**config.mk**
```make
export PLATFORM = sky130hd
export DESIGN_NAME = talker_top
export DESIGN_NICKNAME = d
export VERILOG_FILES = /design/src/rtl/talker_pkg.sv /design/src/rtl/play_req_if.sv /design/src/rtl/flash_bus_if.sv /design/src/rtl/talker_top.sv /design/src/rtl/sample_fetcher.sv /design/src/rtl/phoneme_lookup.sv /design/src/rtl/flash_arbiter.sv
export SDC_FILE = /design/constraint.sdc
export NUM_CORES = 1
export LEC_CHECK = 0
export BUFFER_PORTS_ARGS = -buffer_cell sky130_fd_sc_hd__buf_2
export CAP_MARGIN = 25
export CORE_ASPECT_RATIO = 0.7
export CORE_MARGIN = 2
export CORE_UTILIZATION = 57
export DETAILED_ROUTE_END_ITERATION = 16
export GPL_TIMING_DRIVEN = 0
export PLACE_DENSITY_LB_ADDON = 0.15
export SLEW_MARGIN = 20
export SYNTH_ARGS = -nofsm -noshare
export SYNTH_HDL_FRONTEND = slang
export SYNTH_SLANG_ARGS = --single-unit
```
**constraint.sdc**
```tcl
create_clock -name CLK_50M -period 2.5 [get_ports CLK_50M]
set_clock_uncertainty 0.05 [all_clocks]
set_input_delay 0.25 -clock CLK_50M [delete_from_list [all_inputs] [get_ports CLK_50M]]
set_output_delay 0.25 -clock CLK_50M [all_outputs]
set_load 0.05 [all_outputs]
```
**src/rtl/talker_pkg.sv**
```systemverilog
package talker_pkg;

  // ======================================================================
  // Widths
  // ======================================================================

  // Flash is word addressed, one 32-bit word per address
  localparam int FLASH_ADDR_W = 16;
  localparam int FLASH_DATA_W = 32;

  localparam int SAMPLE_W = 8;
  localparam int BYTES_PER_WORD = FLASH_DATA_W / SAMPLE_W;

  // 64 phonemes in the table
  localparam int PHONEME_W = 6;

  // ======================================================================
  // Phoneme table layout
  // ======================================================================

  // Entry n sits at TABLE_BASE + n
  localparam logic [FLASH_ADDR_W-1:0] TABLE_BASE = '0;

  // Halves of a table entry
  localparam int ENTRY_START = 0;
  localparam int ENTRY_END = 1;

  // Sink credits after reset
  localparam int DEFAULT_CREDITS = 4;

  // One flash word, seen as samples or as a table entry.
  // Byte 0 of samples sits in the low bits and plays first.
  // Both bounds of an entry are inclusive; end below start means silence.
  typedef union packed
  {
    logic [BYTES_PER_WORD-1:0][SAMPLE_W-1:0] samples;
    logic [1:0][FLASH_ADDR_W-1:0] entry;
  } flash_word_u;

endpackage
```
**src/rtl/play_req_if.sv**
```systemverilog
`timescale 1ns/100ps

interface play_req_if;

  // Range of sample words, stable while valid
  logic valid;
  logic [talker_pkg::FLASH_ADDR_W-1:0] start_word;
  logic [talker_pkg::FLASH_ADDR_W-1:0] end_word;

  // One-cycle accept from the fetcher
  logic taken;

  modport source
  (
    output valid,
    output start_word,
    output end_word,
    input  taken
  );

  modport sink
  (
    input  valid,
    input  start_word,
    input  end_word,
    output taken
  );

endinterface

```
**src/rtl/flash_bus_if.sv**
```systemverilog
`timescale 1ns/100ps

interface flash_bus_if;

  // Read request from one requester
  logic req;
  logic [talker_pkg::FLASH_ADDR_W-1:0] addr;

  // Returned word, rvalid pulses once per read
  talker_pkg::flash_word_u rdata;
  logic rvalid;

  // Requester holds req and addr until rvalid
  modport requester
  (
    output req,
    output addr,
    input  rdata,
    input  rvalid
  );

  modport arbiter
  (
    input  req,
    input  addr,
    output rdata,
    output rvalid
  );

endinterface

```
**src/rtl/talker_top.sv**
```systemverilog
`timescale 1ns/100ps

module talker_top
#(
  parameter int CREDITS = talker_pkg::DEFAULT_CREDITS
)
(
  input  logic CLK_50M,
  input  logic rst,

  // Phoneme command
  input  logic [talker_pkg::PHONEME_W-1:0] phoneme_code,
  input  logic phoneme_start,
  output logic phoneme_busy,
  output logic idle,

  // Flash read port
  output logic flash_read,
  output logic [talker_pkg::FLASH_ADDR_W-1:0] flash_addr,
  input  logic flash_wait,
  input  logic [talker_pkg::FLASH_DATA_W-1:0] flash_rdata,
  input  logic flash_rdata_valid,

  // Samples to the audio sink
  output logic [talker_pkg::SAMPLE_W-1:0] sample_data,
  output logic sample_valid,
  input  logic credit_return
);

  logic playing;

  flash_bus_if lookup_bus ();
  flash_bus_if fetch_bus ();
  play_req_if play_link ();

  flash_arbiter i_arbiter
  (
    .CLK_50M           (CLK_50M),
    .rst               (rst),
    .lookup_bus        (lookup_bus.arbiter),
    .fetch_bus         (fetch_bus.arbiter),
    .flash_read        (flash_read),
    .flash_addr        (flash_addr),
    .flash_wait        (flash_wait),
    .flash_rdata       (flash_rdata),
    .flash_rdata_valid (flash_rdata_valid)
  );

  phoneme_lookup i_lookup
  (
    .CLK_50M       (CLK_50M),
    .rst           (rst),
    .phoneme_code  (phoneme_code),
    .phoneme_start (phoneme_start),
    .phoneme_busy  (phoneme_busy),
    .bus           (lookup_bus.requester),
    .play          (play_link.source)
  );

  sample_fetcher #(.CREDITS(CREDITS)) i_fetcher
  (
    .CLK_50M       (CLK_50M),
    .rst           (rst),
    .play          (play_link.sink),
    .bus           (fetch_bus.requester),
    .sample_data   (sample_data),
    .sample_valid  (sample_valid),
    .credit_return (credit_return),
    .playing       (playing)
  );

  // Nothing queued, looked up or playing
  assign idle = !phoneme_busy && !play_link.valid && !playing;

endmodule

```
**src/rtl/sample_fetcher.sv**
```systemverilog
`timescale 1ns/100ps

module sample_fetcher
#(
  parameter int CREDITS = talker_pkg::DEFAULT_CREDITS
)
(
  input  logic CLK_50M,
  input  logic rst,
  play_req_if.sink play,
  flash_bus_if.requester bus,
  output logic [talker_pkg::SAMPLE_W-1:0] sample_data,
  output logic sample_valid,
  input  logic credit_return,
  output logic playing
);

  localparam int AW = talker_pkg::FLASH_ADDR_W;
  localparam int CW = $clog2(CREDITS + 1);
  localparam int BW = $clog2(talker_pkg::BYTES_PER_WORD);
  localparam logic [BW-1:0] LAST_BYTE = BW'(talker_pkg::BYTES_PER_WORD - 1);

  localparam logic [1:0] ST_IDLE = 2'd0;
  localparam logic [1:0] ST_FETCH = 2'd1;
  localparam logic [1:0] ST_SEND = 2'd2;

  logic [1:0] state;
  logic [AW-1:0] cur_addr;
  logic [AW-1:0] end_addr;
  talker_pkg::flash_word_u word;
  logic [BW-1:0] byte_idx;
  logic [CW-1:0] credits;
  logic send;
  logic word_done;

  assign play.taken = (state == ST_IDLE) && play.valid;
  assign send = (state == ST_SEND) && (credits != '0);
  assign word_done = send && (byte_idx == LAST_BYTE);

  // ======================================================================
  // Playback FSM
  // ======================================================================

  always_ff @(posedge CLK_50M)
  begin
    if (rst)
    begin
      state <= ST_IDLE;
      byte_idx <= '0;
    end
    else
    begin
      case (state)
        ST_IDLE:
          // Silent range is dropped right here
          if (play.valid && (play.end_word >= play.start_word))
            state <= ST_FETCH;
        ST_FETCH:
          if (bus.rvalid)
          begin
            state <= ST_SEND;
            byte_idx <= '0;
          end
        ST_SEND:
          if (send)
          begin
            byte_idx <= byte_idx + BW'(1);
            if (word_done)
              state <= (cur_addr == end_addr) ? ST_IDLE : ST_FETCH;
          end
        default:
          state <= ST_IDLE;
      endcase
    end
  end

  // Word pointer and the word being sent
  always_ff @(posedge CLK_50M)
  begin
    if (play.taken)
    begin
      cur_addr <= play.start_word;
      end_addr <= play.end_word;
    end
    else if (word_done)
      cur_addr <= cur_addr + AW'(1);
    if (bus.rvalid)
      word <= bus.rdata;
  end

  // Credits spent per sample, refunded by the sink
  always_ff @(posedge CLK_50M)
  begin
    if (rst)
      credits <= CW'(CREDITS);
    else if (send && !credit_return)
      credits <= credits - CW'(1);
    else if (!send && credit_return)
      credits <= credits + CW'(1);
  end

  assign bus.req = (state == ST_FETCH);
  assign bus.addr = cur_addr;

  assign sample_valid = send;
  assign sample_data = word.samples[byte_idx];
  assign playing = (state != ST_IDLE);

endmodule

```
**src/rtl/phoneme_lookup.sv**
```systemverilog
`timescale 1ns/100ps

module phoneme_lookup
(
  input  logic CLK_50M,
  input  logic rst,
  input  logic [talker_pkg::PHONEME_W-1:0] phoneme_code,
  input  logic phoneme_start,
  output logic phoneme_busy,
  flash_bus_if.requester bus,
  play_req_if.source play
);

  localparam int AW = talker_pkg::FLASH_ADDR_W;

  localparam logic [1:0] ST_IDLE = 2'd0;
  localparam logic [1:0] ST_REQ = 2'd1;
  localparam logic [1:0] ST_FULL = 2'd2;

  logic [1:0] state;
  logic [AW-1:0] table_addr;
  logic accept;

  // Codes are ignored while busy
  assign accept = (state == ST_IDLE) && phoneme_start;

  // ======================================================================
  // Lookup FSM
  // ======================================================================

  always_ff @(posedge CLK_50M)
  begin
    if (rst)
      state <= ST_IDLE;
    else
    begin
      case (state)
        ST_IDLE:
          if (phoneme_start)
            state <= ST_REQ;
        ST_REQ:
          if (bus.rvalid)
            state <= ST_FULL;
        ST_FULL:
          if (play.taken)
            state <= ST_IDLE;
        default:
          state <= ST_IDLE;
      endcase
    end
  end

  // Table address and decoded range
  always_ff @(posedge CLK_50M)
  begin
    if (accept)
      table_addr <= talker_pkg::TABLE_BASE + AW'(phoneme_code);
    if (state == ST_REQ && bus.rvalid)
    begin
      play.start_word <= bus.rdata.entry[talker_pkg::ENTRY_START];
      play.end_word <= bus.rdata.entry[talker_pkg::ENTRY_END];
    end
  end

  assign bus.req = (state == ST_REQ);
  assign bus.addr = table_addr;

  // Slot stays full until the fetcher takes it
  assign play.valid = (state == ST_FULL);
  assign phoneme_busy = (state != ST_IDLE);

endmodule

```
**src/rtl/flash_arbiter.sv**
```systemverilog
`timescale 1ns/100ps

module flash_arbiter
(
  input  logic CLK_50M,
  input  logic rst,
  flash_bus_if.arbiter lookup_bus,
  flash_bus_if.arbiter fetch_bus,
  output logic flash_read,
  output logic [talker_pkg::FLASH_ADDR_W-1:0] flash_addr,
  input  logic flash_wait,
  input  logic [talker_pkg::FLASH_DATA_W-1:0] flash_rdata,
  input  logic flash_rdata_valid
);

  localparam logic [1:0] ST_IDLE = 2'd0;
  localparam logic [1:0] ST_READ = 2'd1;
  localparam logic [1:0] ST_WAIT = 2'd2;

  logic [1:0] state;
  // Owner of the current or last read, 0 lookup and 1 fetcher
  logic owner;
  logic pick;
  logic any_req;

  assign any_req = lookup_bus.req | fetch_bus.req;

  // Round robin, the side that did not own the last read wins a tie
  always_comb
  begin
    if (lookup_bus.req && fetch_bus.req)
      pick = ~owner;
    else
      pick = fetch_bus.req;
  end

  // ======================================================================
  // Read sequencing, one read outstanding at most
  // ======================================================================

  always_ff @(posedge CLK_50M)
  begin
    if (rst)
    begin
      state <= ST_IDLE;
      owner <= 1'b1;
    end
    else
    begin
      case (state)
        ST_IDLE:
          if (any_req)
          begin
            owner <= pick;
            state <= ST_READ;
          end
        ST_READ:
          if (!flash_wait)
            state <= ST_WAIT;
        ST_WAIT:
          if (flash_rdata_valid)
            state <= ST_IDLE;
        default:
          state <= ST_IDLE;
      endcase
    end
  end

  // Address latched at grant, held through wait cycles
  always_ff @(posedge CLK_50M)
  begin
    if (state == ST_IDLE && any_req)
      flash_addr <= pick ? fetch_bus.addr : lookup_bus.addr;
  end

  assign flash_read = (state == ST_READ);

  // Word goes back to both, the pulse only to the owner
  assign lookup_bus.rdata = flash_rdata;
  assign fetch_bus.rdata = flash_rdata;
  assign lookup_bus.rvalid = (state == ST_WAIT) && flash_rdata_valid && !owner;
  assign fetch_bus.rvalid = (state == ST_WAIT) && flash_rdata_valid && owner;

endmodule

```
After elaboration in Yosys (flattened, before gate mapping)
Cells that the tools add are included.
{"block": "totals", "regBits": 130, "input_bits": 44, "out_inout_bits": 28, "wordCells": 100}
{"block": "classes", "addsub": 4, "n_lt_le_gt_ge": 2, "n_eq_ne": 18, "muxes": 25, "bitwise": 2, "reduce_logical": 35}
{"op": "$mux W16", "n": 2}
{"op": "$mux W2", "n": 12}
{"op": "$pmux W2 S3", "n": 3}
{"op": "$add A16 B1 Y16 const B", "n": 1}
{"op": "$bmux W8 S2", "n": 1}
{"op": "$eq A16 B16 Y1", "n": 1}
{"op": "$ge A16 B16 Y1", "n": 1}
{"op": "$logic_and A1 B1 Y1", "n": 15}
{"op": "$ne A2 B2 Y1 const B", "n": 6}
{"op": "$reduce_bool A2 Y1", "n": 5}
{"op": "$reduce_and A3 Y1", "n": 3}
{"op": "$eq A2 B2 Y1 const B", "n": 4}
{"op": "$mux W8", "n": 1}
{"op": "$ne A2 B1 Y1 const B", "n": 4}
{"op": "$eq A2 B1 Y1 const B", "n": 3}
{"op": "$logic_not A1 Y1", "n": 6}
{"op": "$logic_not A2 Y1", "n": 3}
{"op": "$mux W3", "n": 2}
{"op": "$mux W6", "n": 1}
{"op": "$pmux W2 S2", "n": 1}
{"op": "$reduce_and A4 Y1", "n": 1}
{"op": "$add A3 B1 Y3 const B", "n": 1}
{"op": "$lt A2 B3 Y1 const B", "n": 1}
{"op": "$reduce_bool A3 Y1", "n": 1}
{"op": "other kinds (6)", "n": 7}

Logic depth before layout (Yosys ltp)
Gate-level depths: netlist (run 1).
{"block": "depth", "depth_word": 6, "mapped_depth": 9, "depth_no_buf": 8}

Cells and area by module
From an unflattened synthesis (run 1), not the netlist that was laid out.
{"block": "unflattened", "cells_unflattened": 451, "area_unflattened_um2": 6222.2}
{"module": "sample_fetcher", "instances": 1, "cells_per_inst": 269, "area_per_inst_um2": 3487.1, "seq_area_each_um2": 2062.0}
{"module": "flash_arbiter", "instances": 1, "cells_per_inst": 118, "area_per_inst_um2": 1392.6, "seq_area_each_um2": 540.5}
{"module": "phoneme_lookup", "instances": 1, "cells_per_inst": 63, "area_per_inst_um2": 1332.5, "seq_area_each_um2": 1181.1}
{"module": "talker_top", "instances": 1, "cells_per_inst": 1, "area_per_inst_um2": 10.0, "seq_area_each_um2": 0.0}

Worst setup path before layout (run 1)
OpenSTA, ideal clock, no wires.
{"block": "synth_path", "path_kind": "register to register", "start": "register i_fetcher.state[1]", "end": "register i_fetcher.credits[2]", "setup_ps": 132, "arrival_ps": 2277, "t_required_ps": 2318, "setup_slack_ps": 41, "path_stages_with_launch": 9, "n_path_buf": 0, "period_less_slack_ps": 2459, "path_cell_list": "dfxtp_1 and2b_4 o31a_4 ha_1 inv_1 fa_1 xor2_1 o21ai_0 or3b_2"}
{"block": "synth_via", "elab_chain_cells": 5, "elab_cells_between_ends": 7, "classes_between": "eq/ne: 1; mux: 1; reduce/logical: 5"}
{"element": "from (decl)", "line_no": "sample_fetcher.sv:27", "source": "logic [1:0] state;"}
{"element": "from (signal assigned)", "line_no": "sample_fetcher.sv:69", "source": "state <= (cur_addr == end_addr) ? ST_IDLE : ST_FETCH;"}
{"element": "$eq A2 B2 Y1 *", "line_no": "sample_fetcher.sv:37", "source": "assign send = (state == ST_SEND) && (credits != '0);"}
{"element": "$logic_and A1 B1 Y1 *", "line_no": "sample_fetcher.sv:37"}
{"element": "net sample_valid", "line_no": "talker_top.sv:26", "source": "output logic sample_valid,"}
{"element": "$logic_not A1 Y1", "line_no": "sample_fetcher.sv:98", "source": "else if (!send && credit_return)"}
{"element": "$logic_and A1 B1 Y1", "line_no": "sample_fetcher.sv:98"}
{"element": "$reduce_bool A2 Y1 (no source line)"}
{"element": "to (signal assigned)", "line_no": "sample_fetcher.sv:95", "source": "credits <= CW'(CREDITS);"}
{"element": "to (signal assigned)", "line_no": "sample_fetcher.sv:97", "source": "credits <= credits - CW'(1);"}
{"element": "to (signal assigned)", "line_no": "sample_fetcher.sv:99", "source": "credits <= credits + CW'(1);"}
{"element": "to (decl)", "line_no": "sample_fetcher.sv:32", "source": "logic [CW-1:0] credits;"}
Mark *: on every way through the listed nets, which the timed path passes. The rest lies on a longest branch.
A chain may end at the register's enable or synchronous reset.

Final worst setup path (run 1)
{"block": "layout_path", "start": "register i_fetcher.state[0]", "end": "register i_fetcher.credits[2]"}
{"block": "layout_via", "elab_chain_cells": 5, "elab_cells_between_ends": 7, "classes_between": "eq/ne: 1; mux: 1; reduce/logical: 5"}
{"element": "$eq A2 B2 Y1 *", "line_no": "sample_fetcher.sv:37"}
{"element": "$logic_and A1 B1 Y1 *", "line_no": "sample_fetcher.sv:37"}
{"element": "$logic_not A1 Y1", "line_no": "sample_fetcher.sv:98"}
{"element": "$logic_and A1 B1 Y1", "line_no": "sample_fetcher.sv:98"}
{"element": "$reduce_bool A2 Y1 (no source line)"}
Mark *: on every way between the ends. The rest lies on a longest branch, timed or not.

==> impl_metrics.json, run 1 <==
{
  "status": "complete, no violations",
  "grt_use_met1_pct": 33.3,
  "cts_tree": "done",
  "grt_setup_unrepaired": "false",
  "clock_sinks": 130,
  "ys_seq_area_share_pct": 67.8,
  "finalSetupViolCount": 0,
  "comb_power_share_pct": 6.3,
  "dieArea_mm2": 0.0106,
  "critical_path.endpoint_type": "flip-flop",
  "path_class": "reg2reg",
  "io_pins": 72,
  "r2r_cells": 9,
  "cp_max_fo": 9,
  "cts-root-buf": "clkbuf_16",
  "seq_power_share_pct": 44.2,
  "grt_pass1_wl_um": 17600,
  "swShare_pct": 21.3,
  "hp-start": "flash_wait",
  "cp_slowest_stage_delay_ns": 0.44,
  "netlist_instances": 374,
  "synthArstFlopShare_pct": 0,
  "multiInputGateArea_mm2": 0.00165,
  "die_h_um": 86.8,
  "whs_path_depth": 3,
  "met3_usage_pct": 6.97,
  "area.sequential_mm2": 0.00378,
  "final_cell_mix": "edfxtp_1, buf_2, dlygate4sd3_1",
  "final_hold_viol_count": 0,
  "antenna_left": 0,
  "drc_errors": 0,
  "power_uw": 5480,
  "area_growth_pct": 28.2,
  "cellInternalPower_uw": 4320,
  "fill_cells": 637,
  "r2r_end": "i_fetcher.credits[2]$_SDFFE_PP1P_",
  "place.port_buffers": 71,
  "coreArea_mm2": 0.00961,
  "die_w_um": 122,
  "cp.required_ns": 2.75,
  "rrSetupSlack_ns": 0.1,
  "yosysWarnings": 0,
  "track_usage_pct": 23.0,
  "drive_gt1_share_pct": 28.4,
  "final_common_cell": "edfxtp_1",
  "slew_headroom_pct": 48.1,
  "whs_ns": 0.0464,
  "clk_pin_slew_worst_paths_ns": 0.06,
  "ir_worst_vdd_mv": 0.617,
  "synth_area_mm2": 0.00558,
  "cts_htree_levels": 4,
  "yosysUniqueCellTypes": 50,
  "synth_nets": 438,
  "grt_overflow": 0,
  "antenna_found_initial": 0,
  "synth-seq-cells": 130,
  "dr.pass1.iters": 5,
  "vias": 3439,
  "drt_iter0_markers": 385,
  "n_antenna_cell": 0,
  "synth-main-ff-cell": "edfxtp_1",
  "place.gp.congestion": 0.835,
  "critPathLaunchType": "flip-flop",
  "synth.avg_cell_area_um2": 14.9,
  "arrival_ns": 2.65,
  "worstReg2RegStart": "i_fetcher.state[0]$_SDFFE_PP0P_",
  "grt-busiest-layer": "met2",
  "wire_per_inst_um": 17.2,
  "start_util_pct": 58.1,
  "fmax_mhz": 416,
  "leakage_uw": 0.00269,
  "grt_max_degree": 34,
  "slew_violations": 0,
  "path_cells": "buf_4, and2b_4, o31a_4, ha_2, inv_1, fa_1, xor2_1, o21ai_0, or3b_2",
  "routed_wl_um": 11100,
  "hold_end": "i_arbiter.state[0]$_SDFFE_PP0P_",
  "layout.nets": 569,
  "cts_buffers": 17,
  "post-route-min-period_ns": 2.40,
  "p_clk_share_pct": 49.5,
  "synth_edf_count": 118,
  "tightest_slew_ns": 0.779,
  "drv_cap": 0,
  "post-route-util_pct": 74.5,
  "clock_path_buffers": 2,
  "hold_path_class": "in2reg",
  "grt_pass1_vias": 3335,
  "viasPerCell": 5.33,
  "rows": 30,
  "power_density_mw_per_mm2": 766,
  "place_hpwl_um": 7350,
  "switchingPower_uw": 1170,
  "fin_crit_sh_pct": 96.2,
  "clk_latency_ns": 0.42,
  "use_met2_pct": 33.6,
  "slowest_stage": "or3b_2"
}
layer usage:
metal,part of all wire (%),vias up,routed length [um]
met5,0,-,0
met4,1.5,0,170
li1,-,1649,-
met1,47,1630,5170
met2,45,141,4980
met3,7.1,19,793
metrics by stage:
step	worst slack (ns)	TNS (ns)	cell area (um^2)	std cells
after floorplan	0.0405	0	5580	374
after global placement	0.0487	0	6100	573
after detailed placement	-0.000467	-0.000467	6100	573
after CTS	0.0611	0	7140	643
after global routing	0.0158	0	7160	645
final	0.0962	0	7160	645
cell families (layout without fill, tap and decap cells):
kind of cell | after synthesis | count (layout) | synth area share [%]
xor gates and xnor gates | 33 | 33 | 5.18
DFF | 130 | 130 | 67.8
and+or+nand+nor | 94 | 94 | 9.50
adders and majority gates | 20 | 20 | 4.62
AOI/OAI and AO/OA | 45 | 45 | 5.42
buffers and inverters | 36 | 179 | 2.71
muxes | 16 | 16 | 4.82
state kept, by name, summed over array words and instances (netlist names), 3 cells and up:
signal	count
i_fetcher.word	32
i_arbiter.flash_addr	16
i_fetcher.bus.addr	16
i_fetcher.end_addr	16
i_lookup.play.end_word	16
i_lookup.play.start_word	16
i_lookup.bus.addr	6
i_fetcher.credits	3
layout make-up:
class,instances,area share [%]
sequential,130,52.9
multi-input combinational,208,23.1
timing repair buffer,112,10.6
clock buffer,17,5.94
clock inverter,14,3.13
tap,128,2.24
inverter,25,1.31
buffer,11,0.804
synthesized netlist by cell type (3+ instances only):
| master | count | area share (%) |
|---|---|---|
| edfxtp_1 | 118 | 63 |
| xor2_1 | 27 | 4.2 |
| inv_1 | 25 | 1.7 |
| nand2_1 | 22 | 1.5 |
| nor2_1 | 22 | 1.5 |
| ha_1 | 19 | 4.3 |
| o21ai_0 | 16 | 1.4 |
| dfxtp_1 | 12 | 4.3 |
| and2_1 | 11 | 1.2 |
| a21oi_1 | 9 | 0.81 |
| mux4_2 | 8 | 3.2 |
| nand3_1 | 8 | 0.72 |
| mux2_2 | 7 | 1.4 |
| xnor2_1 | 6 | 0.94 |
| buf_2 | 5 | 0.45 |
| nand4_1 | 5 | 0.56 |
| nor4_1 | 4 | 0.45 |
| a2111oi_0 | 3 | 0.47 |
| a31oi_1 | 3 | 0.34 |
| nor3_1 | 3 | 0.27 |
| o21ai_1 | 3 | 0.27 |
worst max-delay path: cells and delay by family, from the launching register on:
family          cells  cell delay [ns]
xor+xnor            1             0.17
simple gates        2             0.71
flops               1             0.29
fa+ha+maj           2             0.55
buf+inv             2             0.21
compound gates      2             0.30
timing repair:
action,in CTS,in global routing
hold buffers,39,0
setup buffers,0,2
gates cloned,0,0
resized for setup,1,1
endpoints found under the setup margin,1,1
endpoints found under the hold margin,71,0
how the worst max path moves through the flow:
stage,to,start,cells past startpoint
finish,i_fetcher.credits[2]$_SDFFE_PP1P_,i_fetcher.state[0]$_SDFFE_PP0P_,9
global route,i_fetcher.credits[2]$_SDFFE_PP1P_,i_fetcher.state[0]$_SDFFE_PP0P_,9
CTS,i_fetcher.credits[2]$_SDFFE_PP1P_,i_fetcher.state[0]$_SDFFE_PP0P_,9
detailed placement,i_fetcher.credits[2]$_SDFFE_PP1P_,i_fetcher.state[1]$_SDFFE_PP0P_,8
global placement,i_fetcher.credits[2]$_SDFFE_PP1P_,i_fetcher.state[1]$_SDFFE_PP0P_,8
floorplan,i_fetcher.credits[2]$_SDFFE_PP1P_,i_fetcher.state[1]$_SDFFE_PP0P_,8
power groups by stage:
stage | sequential [uW] | combinational (uW) | clock, uW
after CTS | 2420 | 345 | 2730
final | 2420 | 345 | 2720
after global placement | 2470 | 289 | 0
after floorplan | 2520 | 153 | 0
after detailed placement | 2470 | 296 | 0
after global routing | 2430 | 369 | 2840
Power figures use the tool's default switching activity.
==> inputs of run 2 (changes only) <==
--- a/config.mk
+++ b/config.mk
@@ -9,7 +9,8 @@
 export CAP_MARGIN = 25
 export CORE_ASPECT_RATIO = 0.7
 export CORE_MARGIN = 2
-export CORE_UTILIZATION = 57
+export CORE_UTILIZATION = 60
+export CTS_BUF_LIST = sky130_fd_sc_hd__clkbuf_8
 export DETAILED_ROUTE_END_ITERATION = 16
 export GPL_TIMING_DRIVEN = 0
 export PLACE_DENSITY_LB_ADDON = 0.15
==> run 2 against run 1 <==
Clock power down 38%; cell count down 0.62%; fmax down 0.61%; die area down 4.8%; highest routed layer unchanged; hold slack worse by 0.012 ns; setup slack worse by 0.015 ns; critical path type unchanged; total power down 19%; global-route usage up 0.60 points; count of clock-buffer cells in the layout unchanged; routed wire length down 1.9%; largest cell class unchanged; utilization up 1.5 points.
==> impl_metrics.json, run 2 (synthesis gave the netlist of run 1 again) <==
{
  "status": "complete, no violations",
  "n_antenna_cell": 0,
  "drv_cap": 0,
  "die_h_um": 84.7,
  "io_pins": 72,
  "r2r_end": "i_fetcher.credits[2]$_SDFFE_PP1P_",
  "clk_latency_ns": 0.45,
  "worstReg2RegStart": "i_fetcher.state[0]$_SDFFE_PP0P_",
  "tns_ns": 0,
  "slew_violations": 0,
  "drc_errors": 0,
  "coreArea_mm2": 0.00907,
  "dieArea_mm2": 0.0101,
  "place.gp.congestion": 0.883,
  "hp-start": "phoneme_start",
  "die_w_um": 119,
  "hold_end": "i_lookup.state[0]$_SDFFE_PP0P_",
  "largest_reg_flops": 32,
  "drt_iter0_markers": 223,
  "slowest_stage": "or3b_2",
  "area_growth_pct": 23.5,
  "clock_sinks": 130,
  "slew_headroom_pct": 53.6,
  "critPathLaunchType": "flip-flop",
  "cts_tree": "done",
  "dr.pass1.iters": 5,
  "tightest_slew_ns": 0.695,
  "antenna_left": 0,
  "antenna_found_initial": 0,
  "whs_path_depth": 3,
  "cp_slowest_stage_delay_ns": 0.45,
  "whs_ns": 0.0347,
  "path_cells": "buf_4, and2b_4, o31a_4, ha_2, inv_1, fa_2, xor2_1, o21ai_0, or3b_2",
  "critical_path.endpoint_type": "flip-flop",
  "clock_path_buffers": 2,
  "arrival_ns": 2.70,
  "cp_max_fo": 9,
  "post-route-min-period_ns": 2.42,
  "cts_buffers": 17,
  "place_hpwl_um": 7290,
  "final_cell_mix": "edfxtp_1, buf_2, dlygate4sd3_1",
  "layout.nets": 569,
  "finalSetupViolCount": 0,
  "viasPerCell": 5.40,
  "r2r_cells": 9,
  "final_common_cell": "edfxtp_1",
  "place.port_buffers": 71,
  "drive_gt1_share_pct": 27.9,
  "start_util_pct": 61.6,
  "clk_pin_slew_worst_paths_ns": 0.08,
  "rrSetupSlack_ns": 0.08,
  "vias": 3461,
  "cts-root-buf": "clkbuf_8",
  "power_density_mw_per_mm2": 646,
  "grt_pass1_vias": 3434,
  "fill_cells": 559,
  "final_hold_viol_count": 0,
  "wire_per_inst_um": 17.0,
  "fmax_mhz": 413,
  "grt_pass1_wl_um": 17300,
  "hold_path_class": "in2reg",
  "rows": 29,
  "cp.required_ns": 2.78,
  "largest_register": "i_fetcher.word",
  "leakage_uw": 0.00255,
  "cts_htree_levels": 4,
  "path_class": "reg2reg",
  "ir_worst_vdd_mv": 0.477,
  "grt_max_degree": 33,
  "fin_crit_sh_pct": 96.7,
  "grt_setup_unrepaired": "false",
  "grt_overflow": 0,
  "power_uw": 4460,
  "routed_wl_um": 10900,
  "track_usage_pct": 23.6
}
run 2: changes by cell type in the layout (fill, tap and decap cells not counted):
cell | previous run | this run
clkinv_4 | 2 | 5
buf_12 | 0 | 1
buf_4 | 4 | 2
clkinv_1 | 0 | 3
dlygate4sd3_1 | 39 | 40
fa_2 | 0 | 1
bufinv_16 | 5 | 2
clkinvlp_4 | 1 | 3
inv_6 | 5 | 0
clkbuf_8 | 0 | 17
clkbuf_16 | 17 | 0
fa_1 | 1 | 0
run 2: where the power goes:
part / switching [uW] / internal [uW] / leakage (uW)
clock: 817 / 871 / 0.000180
combinational: 212 / 134 / 0.00120
sequential: 19.8 / 2400 / 0.00117
run 2: metal layers:
layer | track usage [%] | share of wire (%)
met1 | 32.5 | 45
met5 | 0 | 0
met3 | 7.34 | 7.3
met4 | 10.9 | 1.8
met2 | 35.0 | 46
run 2: cell type report:
| type | instances | area [um^2] | share of cell area, % |
|---|---|---|---|
| Clock buffer | 17 | 234 | 3.39 |
| Tap cell | 124 | 155 | 2.25 |
| Multi-Input combinational cell | 208 | 1660 | 24.0 |
| Timing Repair Buffer | 112 | 776 | 11.2 |
| Clock inverter | 14 | 143 | 2.07 |
| Buffer | 11 | 57.6 | 0.834 |
| Sequential cell | 130 | 3780 | 54.9 |
| Inverter | 25 | 93.8 | 1.36 |
run 2: worst max path at each step:
| stage | cells past startpoint | slack [ns] | to | from |
|---|---|---|---|---|
| after floorplan | 8 | 0.04 | i_fetcher.credits[2]$_SDFFE_PP1P_ | i_fetcher.state[1]$_SDFFE_PP0P_ |
| after global placement | 8 | 0.05 | i_fetcher.credits[2]$_SDFFE_PP1P_ | i_fetcher.state[1]$_SDFFE_PP0P_ |
| after detailed placement | 8 | -0.04 | i_fetcher.credits[2]$_SDFFE_PP1P_ | i_fetcher.state[1]$_SDFFE_PP0P_ |
| after CTS | 9 | 0.06 | i_fetcher.credits[2]$_SDFFE_PP1P_ | i_fetcher.state[0]$_SDFFE_PP0P_ |
| after global routing | 9 | 0.009 | i_fetcher.credits[2]$_SDFFE_PP1P_ | i_fetcher.state[0]$_SDFFE_PP0P_ |
| final | 9 | 0.08 | i_fetcher.credits[2]$_SDFFE_PP1P_ | i_fetcher.state[0]$_SDFFE_PP0P_ |
run 2: worst max-delay path, delay by kind of cell, from the launching register on:
kind,cells,cell delay [ns]
buffers and inverters,2,0.23
DFF,1,0.30
xor gates and xnor gates,1,0.17
AOI/OAI and AO/OA,2,0.30
and+or+nand+nor,2,0.72
adders and majority gates,2,0.53
run 2: through the flow:
stage                     util, %  setup WS (ns)  cell area [um^2]  std cells
after floorplan                 -         0.0405              5580        374
after global placement       67.2         0.0523              6090        569
after detailed placement     67.4        -0.0378              6120        570
after CTS                    76.0         0.0572              6890        641
after global routing         76.1        0.00877              6900        641
final                        76.1         0.0815              6900        641
run 2: what timing repair did:
| action | 4_1_cts | 5_1_grt |
|---|---|---|
| cloned | 0 | 0 |
| hold endpoints to repair | 72 | 0 |
| gates resized for setup | 1 | 2 |
| setup endpoints to repair | 1 | 1 |
| buffers inserted | 0 | 0 |
| hold buffers | 40 | 0 |
